File: src/logic/neander_pkg.sv
package neander_pkg;

    // ----------------------------------------
    // Widths and types
    // ----------------------------------------
    localparam int WORD_W = 8;

    typedef logic [WORD_W-1:0] word_t;
    typedef logic [WORD_W-1:0] addr_t;
    typedef logic [3:0]        opcode_t;
    typedef logic [2:0]        alu_op_t;

    // First fetch address after reset
    localparam addr_t RESET_PC = 8'h00;

    // ----------------------------------------
    // Instruction opcodes (upper nibble of RI)
    // ----------------------------------------
    localparam opcode_t OP_NOP = 4'h0;
    localparam opcode_t OP_STA = 4'h1;
    localparam opcode_t OP_LDA = 4'h2;
    localparam opcode_t OP_ADD = 4'h3;
    localparam opcode_t OP_OR  = 4'h4;
    localparam opcode_t OP_AND = 4'h5;
    localparam opcode_t OP_NOT = 4'h6;
    localparam opcode_t OP_JMP = 4'h8;
    localparam opcode_t OP_JN  = 4'h9;
    localparam opcode_t OP_JZ  = 4'hA;
    localparam opcode_t OP_HLT = 4'hF;

    // ----------------------------------------
    // ALU operations
    // ----------------------------------------
    localparam alu_op_t ALU_ADD  = 3'd0;
    localparam alu_op_t ALU_AND  = 3'd1;
    localparam alu_op_t ALU_OR   = 3'd2;
    // Invert the accumulator, memory word ignored
    localparam alu_op_t ALU_NOT  = 3'd3;
    // Memory word straight through, for LDA
    localparam alu_op_t ALU_PASS = 3'd4;

endpackage

File: src/logic/neander_address_unit.sv
`timescale 1ns/100ps

module neander_address_unit (
    input  logic                 clk,
    input  logic                 reset,
    input  logic                 rem_load,
    input  logic                 addr_sel_pc,
    input  logic                 rdm_load,
    input  logic                 ri_load,
    input  logic                 pc_inc,
    input  logic                 pc_load,
    input  neander_pkg::word_t   mem_data_in,
    output neander_pkg::addr_t   mem_addr,
    output neander_pkg::opcode_t opcode
);

    import neander_pkg::*;

    addr_t pc;
    addr_t rem;
    addr_t rem_next;
    word_t rdm;
    word_t ri;

    // Program counter, a load wins over an increment
    always_ff @(posedge clk or posedge reset) begin
        if (reset) begin
            pc <= RESET_PC;
        end else if (pc_load) begin
            pc <= rdm;
        end else if (pc_inc) begin
            pc <= pc + 1'b1;
        end
    end

    // Address source for REM
    assign rem_next = addr_sel_pc ? pc : rdm;

    always_ff @(posedge clk or posedge reset) begin
        if (reset) begin
            rem <= '0;
        end else if (rem_load) begin
            rem <= rem_next;
        end
    end

    // Memory read data capture
    always_ff @(posedge clk or posedge reset) begin
        if (reset) begin
            rdm <= '0;
        end else if (rdm_load) begin
            rdm <= mem_data_in;
        end
    end

    always_ff @(posedge clk or posedge reset) begin
        if (reset) begin
            ri <= '0;
        end else if (ri_load) begin
            ri <= rdm;
        end
    end

    assign mem_addr = rem;
    assign opcode   = ri[7:4];

endmodule

File: src/logic/neander_cpu.sv
`timescale 1ns/100ps

module neander_cpu (
    input  logic               clk,
    input  logic               reset,
    input  neander_pkg::word_t mem_data_in,
    output neander_pkg::addr_t mem_addr,
    output neander_pkg::word_t mem_data_out,
    output logic               mem_write,
    output logic               halted
);

    import neander_pkg::*;

    // Control strobes from decode
    logic    rem_load;
    logic    addr_sel_pc;
    logic    rdm_load;
    logic    ri_load;
    logic    pc_inc;
    logic    pc_load;
    logic    ac_load;
    alu_op_t alu_op;

    // Status back to decode
    opcode_t opcode;
    logic    flag_n;
    logic    flag_z;

    neander_decode u_decode (
        .clk         (clk),
        .reset       (reset),
        .opcode      (opcode),
        .flag_n      (flag_n),
        .flag_z      (flag_z),
        .rem_load    (rem_load),
        .addr_sel_pc (addr_sel_pc),
        .rdm_load    (rdm_load),
        .ri_load     (ri_load),
        .pc_inc      (pc_inc),
        .pc_load     (pc_load),
        .ac_load     (ac_load),
        .alu_op      (alu_op),
        .mem_write   (mem_write),
        .halted      (halted)
    );

    neander_address_unit u_address_unit (
        .clk         (clk),
        .reset       (reset),
        .rem_load    (rem_load),
        .addr_sel_pc (addr_sel_pc),
        .rdm_load    (rdm_load),
        .ri_load     (ri_load),
        .pc_inc      (pc_inc),
        .pc_load     (pc_load),
        .mem_data_in (mem_data_in),
        .mem_addr    (mem_addr),
        .opcode      (opcode)
    );

    // Accumulator drives the store data
    neander_execute u_execute (
        .clk         (clk),
        .reset       (reset),
        .ac_load     (ac_load),
        .alu_op      (alu_op),
        .mem_data_in (mem_data_in),
        .ac          (mem_data_out),
        .flag_n      (flag_n),
        .flag_z      (flag_z)
    );

endmodule

File: src/logic/neander_decode.sv
`timescale 1ns/100ps

module neander_decode (
    input  logic                 clk,
    input  logic                 reset,
    input  neander_pkg::opcode_t opcode,
    input  logic                 flag_n,
    input  logic                 flag_z,
    output logic                 rem_load,
    output logic                 addr_sel_pc,
    output logic                 rdm_load,
    output logic                 ri_load,
    output logic                 pc_inc,
    output logic                 pc_load,
    output logic                 ac_load,
    output neander_pkg::alu_op_t alu_op,
    output logic                 mem_write,
    output logic                 halted
);

    import neander_pkg::*;

    // Memory-operand instructions share the OPER states,
    // jumps share the JUMP states
    typedef enum logic [3:0] {
        S_FETCH_1,
        S_FETCH_2,
        S_FETCH_3,
        S_DECODE,
        S_OPER_1,
        S_OPER_2,
        S_OPER_3,
        S_EXEC,
        S_NOT,
        S_JUMP_1,
        S_JUMP_2,
        S_JUMP_3,
        S_HALT
    } state_t;

    state_t state;
    state_t next_state;

    always_ff @(posedge clk or posedge reset) begin
        if (reset) begin
            state <= S_FETCH_1;
        end else begin
            state <= next_state;
        end
    end

    always_comb begin
        rem_load    = 1'b0;
        addr_sel_pc = 1'b1;
        rdm_load    = 1'b0;
        ri_load     = 1'b0;
        pc_inc      = 1'b0;
        pc_load     = 1'b0;
        ac_load     = 1'b0;
        alu_op      = ALU_PASS;
        mem_write   = 1'b0;
        halted      = 1'b0;
        next_state  = state;

        case (state)
            // ----------------------------------------
            // Instruction fetch
            // ----------------------------------------
            S_FETCH_1: begin
                rem_load   = 1'b1;
                next_state = S_FETCH_2;
            end
            S_FETCH_2: begin
                rdm_load   = 1'b1;
                next_state = S_FETCH_3;
            end
            S_FETCH_3: begin
                ri_load    = 1'b1;
                pc_inc     = 1'b1;
                next_state = S_DECODE;
            end

            S_DECODE: begin
                case (opcode)
                    OP_STA, OP_LDA, OP_ADD, OP_OR, OP_AND: next_state = S_OPER_1;
                    OP_NOT:                                next_state = S_NOT;
                    OP_JMP, OP_JN, OP_JZ:                  next_state = S_JUMP_1;
                    OP_HLT:                                next_state = S_HALT;
                    // NOP and unused opcodes
                    default:                               next_state = S_FETCH_1;
                endcase
            end

            // ----------------------------------------
            // Operand address, then operand access
            // ----------------------------------------
            S_OPER_1: begin
                rem_load   = 1'b1;
                next_state = S_OPER_2;
            end
            S_OPER_2: begin
                rdm_load   = 1'b1;
                pc_inc     = 1'b1;
                next_state = S_OPER_3;
            end
            S_OPER_3: begin
                // Operand address held in RDM goes to REM
                addr_sel_pc = 1'b0;
                rem_load    = 1'b1;
                next_state  = S_EXEC;
            end
            S_EXEC: begin
                case (opcode)
                    OP_STA: mem_write = 1'b1;
                    OP_LDA: begin
                        ac_load = 1'b1;
                        alu_op  = ALU_PASS;
                    end
                    OP_ADD: begin
                        ac_load = 1'b1;
                        alu_op  = ALU_ADD;
                    end
                    OP_OR: begin
                        ac_load = 1'b1;
                        alu_op  = ALU_OR;
                    end
                    OP_AND: begin
                        ac_load = 1'b1;
                        alu_op  = ALU_AND;
                    end
                    default: ac_load = 1'b0;
                endcase
                next_state = S_FETCH_1;
            end

            S_NOT: begin
                ac_load    = 1'b1;
                alu_op     = ALU_NOT;
                next_state = S_FETCH_1;
            end

            // ----------------------------------------
            // Jumps
            // ----------------------------------------
            S_JUMP_1: begin
                rem_load   = 1'b1;
                next_state = S_JUMP_2;
            end
            S_JUMP_2: begin
                rdm_load   = 1'b1;
                next_state = S_JUMP_3;
            end
            S_JUMP_3: begin
                // Not taken skips the target byte
                case (opcode)
                    OP_JMP: pc_load = 1'b1;
                    OP_JN: begin
                        pc_load = flag_n;
                        pc_inc  = !flag_n;
                    end
                    OP_JZ: begin
                        pc_load = flag_z;
                        pc_inc  = !flag_z;
                    end
                    default: pc_inc = 1'b1;
                endcase
                next_state = S_FETCH_1;
            end

            // Left only by reset
            S_HALT: begin
                halted     = 1'b1;
                next_state = S_HALT;
            end

            default: next_state = S_FETCH_1;
        endcase
    end

endmodule

File: src/logic/neander_execute.sv
`timescale 1ns/100ps

module neander_execute (
    input  logic                 clk,
    input  logic                 reset,
    input  logic                 ac_load,
    input  neander_pkg::alu_op_t alu_op,
    input  neander_pkg::word_t   mem_data_in,
    output neander_pkg::word_t   ac,
    output logic                 flag_n,
    output logic                 flag_z
);

    import neander_pkg::*;

    word_t alu_result;

    // ----------------------------------------
    // ALU
    // ----------------------------------------
    always_comb begin
        case (alu_op)
            ALU_ADD:  alu_result = ac + mem_data_in;
            ALU_AND:  alu_result = ac & mem_data_in;
            ALU_OR:   alu_result = ac | mem_data_in;
            ALU_NOT:  alu_result = ~ac;
            ALU_PASS: alu_result = mem_data_in;
            // Unused codes hold the accumulator
            default:  alu_result = ac;
        endcase
    end

    // ----------------------------------------
    // Accumulator and flags
    // ----------------------------------------
    always_ff @(posedge clk or posedge reset) begin
        if (reset) begin
            ac <= '0;
        end else if (ac_load) begin
            ac <= alu_result;
        end
    end

    // Flags follow the value written to AC
    always_ff @(posedge clk or posedge reset) begin
        if (reset) begin
            flag_n <= 1'b0;
            flag_z <= 1'b0;
        end else if (ac_load) begin
            flag_n <= alu_result[WORD_W-1];
            flag_z <= (alu_result == '0);
        end
    end

endmodule

File: config.mk
export PLATFORM = sky130hd
export DESIGN_NAME = neander_cpu
export DESIGN_NICKNAME = d
export VERILOG_FILES = /design/src/logic/neander_pkg.sv /design/src/logic/neander_address_unit.sv /design/src/logic/neander_cpu.sv /design/src/logic/neander_decode.sv /design/src/logic/neander_execute.sv
export SDC_FILE = /design/constraint.sdc
export NUM_CORES = 1
export LEC_CHECK = 0
export ABC_AREA = 0
export BUFFER_PORTS_ARGS = -buffer_cell sky130_fd_sc_hd__buf_2
export CORE_MARGIN = 2
export CORE_UTILIZATION = 55
export CTS_BUF_LIST = sky130_fd_sc_hd__clkbuf_8
export DETAILED_ROUTE_END_ITERATION = 7
export PLACE_DENSITY = 0.75
export SLEW_MARGIN = 0
export SYNTH_ARGS = -nofsm -noshare
export SYNTH_HDL_FRONTEND = slang
export SYNTH_SLANG_ARGS = --single-unit
File: constraint.sdc
create_clock -name clk -period 3.2 [get_ports clk]
set_input_delay 0.16 -clock clk [delete_from_list [all_inputs] [get_ports clk]]
set_output_delay 0.16 -clock clk [all_outputs]
set_load 0.05 [all_outputs]
==> summary.log <==
qor: detailed_routing.dr.first_iter.drc_count 205
qor: power_and_ir_drop.max_vdd_drop 0.438 mV
qor: detailed_routing.detail_route.first_pass.iterations 4
qor: worst_setup_path.path_class reg2reg
qor: timing.setup_viol 0
qor: timing.tightestPinTransition 660 ps
qor: layout.fillerInstances 448
qor: global_routing.number_of_antenna_violations_at_the_first_check_in_global_routing 0
qor: synth.post_synth_main_area_contributors dfrtp_1 (37%), ha_1 (8.5%), o21ai_0 (3.9%)
qor: synth.yosys.cell_count.top_type dfrtp_1
qor: synth.synth_seq_cells 41
qor: power_and_ir_drop.leakage 1.44 nW
qor: timing.finalWorstPathRequiredPeriod 2440 ps
qor: power_and_ir_drop.p_per_area 1010 nW/um^2
qor: global_routing.grt_use_total 0.225
qor: synth.synth_sequential_area_ratio 0.366
qor: worst_setup_path.reg2reg_from u_address_unit.ri[5]
qor: layout.antennaDiodeCount 0
qor: status.outcome completed
qor: layout.layout-drive-gt1-share 0.175
qor: worst_hold_path.hold_path.class in2reg
qor: timing.rsz0062_at_grt no
qor: place.post-place-cells 384
qor: die.die_area 5690 um^2
qor: place.gp_routability_congestion 0.895
qor: worst_hold_path.min_from mem_data_in[0]
qor: detailed_routing.viasPerCell 5.83
qor: detailed_routing.route.antenna.remaining_nets 0
qor: flow_run.max_cap_viol_count 0
qor: synth.syn-mean-instance-area 9.38 um^2
qor: global_routing.grt_start_max_net_pins 25
qor: synth.synth.net_count 329
qor: synth.number_of_enable_flip_flop_cells_after_synthesis 0
qor: worst_setup_path.worstSetupEndpointType register
qor: timing.slew_headroom 0.559
qor: synth.yosysWarnings 0
qor: clock_tree.worst_setup_hold_path_clk_slew 90 ps
qor: synth.yosysUniqueCellTypes 65
qor: clock_tree.cts_max_level 2
qor: synth.synth_top_flop_cell dfrtp_1
qor: worst_setup_path.timing.critical_path.from_type register
qor: detailed_routing.vias 2293
qor: place.count_of_input_and_output_buffers 27
qor: timing.hold-worst-slack 167 ps
qor: clock_tree.cts_tree done
qor: timing.final.setup.worst_slack 759 ps
qor: synth.yosys.area.top_type_share 0.366
qor: timing.timing.final.crit_share 0.763
qor: timing.fin_setup_tns 0 ps
qor: global_routing.grt_remaining_overflow 0
qor: worst_setup_path.cp_max_fo 13
qor: die.die_height 75.4 um
qor: timing.max_clock_freq 0.410 GHz
qor: layout.area_growth 9.91%
qor: clock_tree.cts_buffer_count 5
qor: timing.finClkSkew 8.21 ps
qor: clock_tree.clock_path_buffers 2
qor: place.place_hpwl 4.44 mm
qor: detailed_routing.drt_drc_violations_left 0
qor: global_routing.first_global_vias 2102
qor: timing.timing_max_transition_violations_final 0
qor: synth.summed_instance_area_of_the_synthesized_netlist 2800 um^2
qor: die.start_util 0.582
qor: worst_setup_path.timing.critical_path.required 3380 ps
qor: die.std_cell_rows 25
qor: detailed_routing.wire_per_inst 15.3 um
qor: global_routing.grt_first_pass_wirelength 9.83 mm
qor: clock_tree.clock_sink_count 41
qor: synth.synthTopCellsByCount dfrtp_1 (41), nand2_1 (28), inv_1 (25)
qor: place.place_ws 790 ps
qor: synth.yosysTopAreaCell dfrtp_1
qor: worst_setup_path.worst_ep_arrival_time 2620 ps
qor: worst_setup_path.cp-startpoint u_address_unit.ri[5]
qor: die.io_pins 28
qor: clock_tree.clkLatencyLatePin 290 ps
qor: layout.instances_no_fill 393
qor: timing.hold_violations 0
qor: clock_tree.cts_root_buffer clkbuf_8
qor: detailed_routing.detail_route.wirelength 6.00 mm
qor: die.die_width 75.4 um
qor: die.placeableCoreArea 4820 um^2
qor: layout.nNetsFinal 355
qor: synth.async_flop_share 1.00
qor: synth.syn_inst 299
## path summary, 6_finish.rpt
check | end | cells past startpoint | slack, ps
setup / recovery | u_address_unit.pc[3] | 7 | 760
hold / removal | u_address_unit.rdm[0] | 3 | 170
setup reg to reg | u_address_unit.pc[3] | 7 | 760
hold reg to reg | u_address_unit.mem_addr[6] | 2 | 480
max in group asynchronous | u_execute.ac[0] | 4 | 1920
min in group asynchronous | u_address_unit.mem_addr[1] | 3 | 500
## placed cells by master, fill, tap and decap left out, drive strengths merged, types with 7 or more instances in the layout
cell type / instances
nor2: 14
and3: 7
nor3b: 7
inv: 25
mux2i: 10
ha: 19
dfrtp: 41
buf: 34
o21ai: 28
a21oi: 15
nand2: 29
a221o: 8
## routing by layer
metal / track usage / routed length, um / share of wire
met5: 0 / 0 / 0
met4: 0.0760 / 112 / 0.019
met3: 0.0529 / 209 / 0.035
met2: 0.360 / 2820 / 0.47
met1: 0.301 / 2860 / 0.48
## cells by family after synthesis
logic type | synth area share
AOI/OAI and AO/OA | 0.219
and+or+nand+nor | 0.187
buffers and inverters | 0.0656
DFF | 0.366
adders and majority gates | 0.0919
muxes | 0.0518
xor gates and xnor gates | 0.0187
## flip-flops by register name, indices dropped and copies added, names as in the netlist
signal	cells
u_address_unit.mem_addr	8
u_address_unit.pc	8
u_address_unit.rdm	8
u_execute.ac	7
u_address_unit.ri	4
u_decode.state	4
u_execute.flag_n	1
u_execute.flag_z	1
## worst max-delay path, stage by stage, from the launching register on
cell and delay (ps):
dfrtp_1 530, nor2b_1 200, o22ai_1 210, nand3_1 160, nor4_4 450, or3b_1 340, o21ai_1 120, a221o_1 310
## power breakdown
group / leakage (nW) / total [mW] / internal (mW) / switching [mW]
registers: 0.513 / 1.09 / 0.751 / 0.340
clock network: 0.0439 / 0.338 / 0.151 / 0.188
logic: 0.881 / 1.67 / 0.632 / 1.04
## final cells by class
cell class	instances	area [um^2]	area share
clock buffers	5	68.8	0.0223
clock inverters	3	17.5	0.00568
inverters	25	93.8	0.0305
multi-input cells	217	1590	0.517
flip-flops and latches	41	1030	0.333
well taps	67	83.8	0.0272
repair buffers	35	198	0.0641
## stage by stage
step | utilization | power [mW] | instance area, um^2
floorplan | - | 2.41 | 2800
global placement | 0.620 | 2.73 | 2990
detailed placement | 0.620 | 2.77 | 2990
CTS | 0.640 | 3.11 | 3080
global route | 0.640 | 3.36 | 3080
finish | 0.640 | 3.10 | 3080
## repair_timing
action	CTS	global route
hold buffers	1	0
endpoints found under the hold margin	17	0
resized for setup	0	0
setup buffers	0	0
Note: power is estimated with default switching activity, not from simulation.
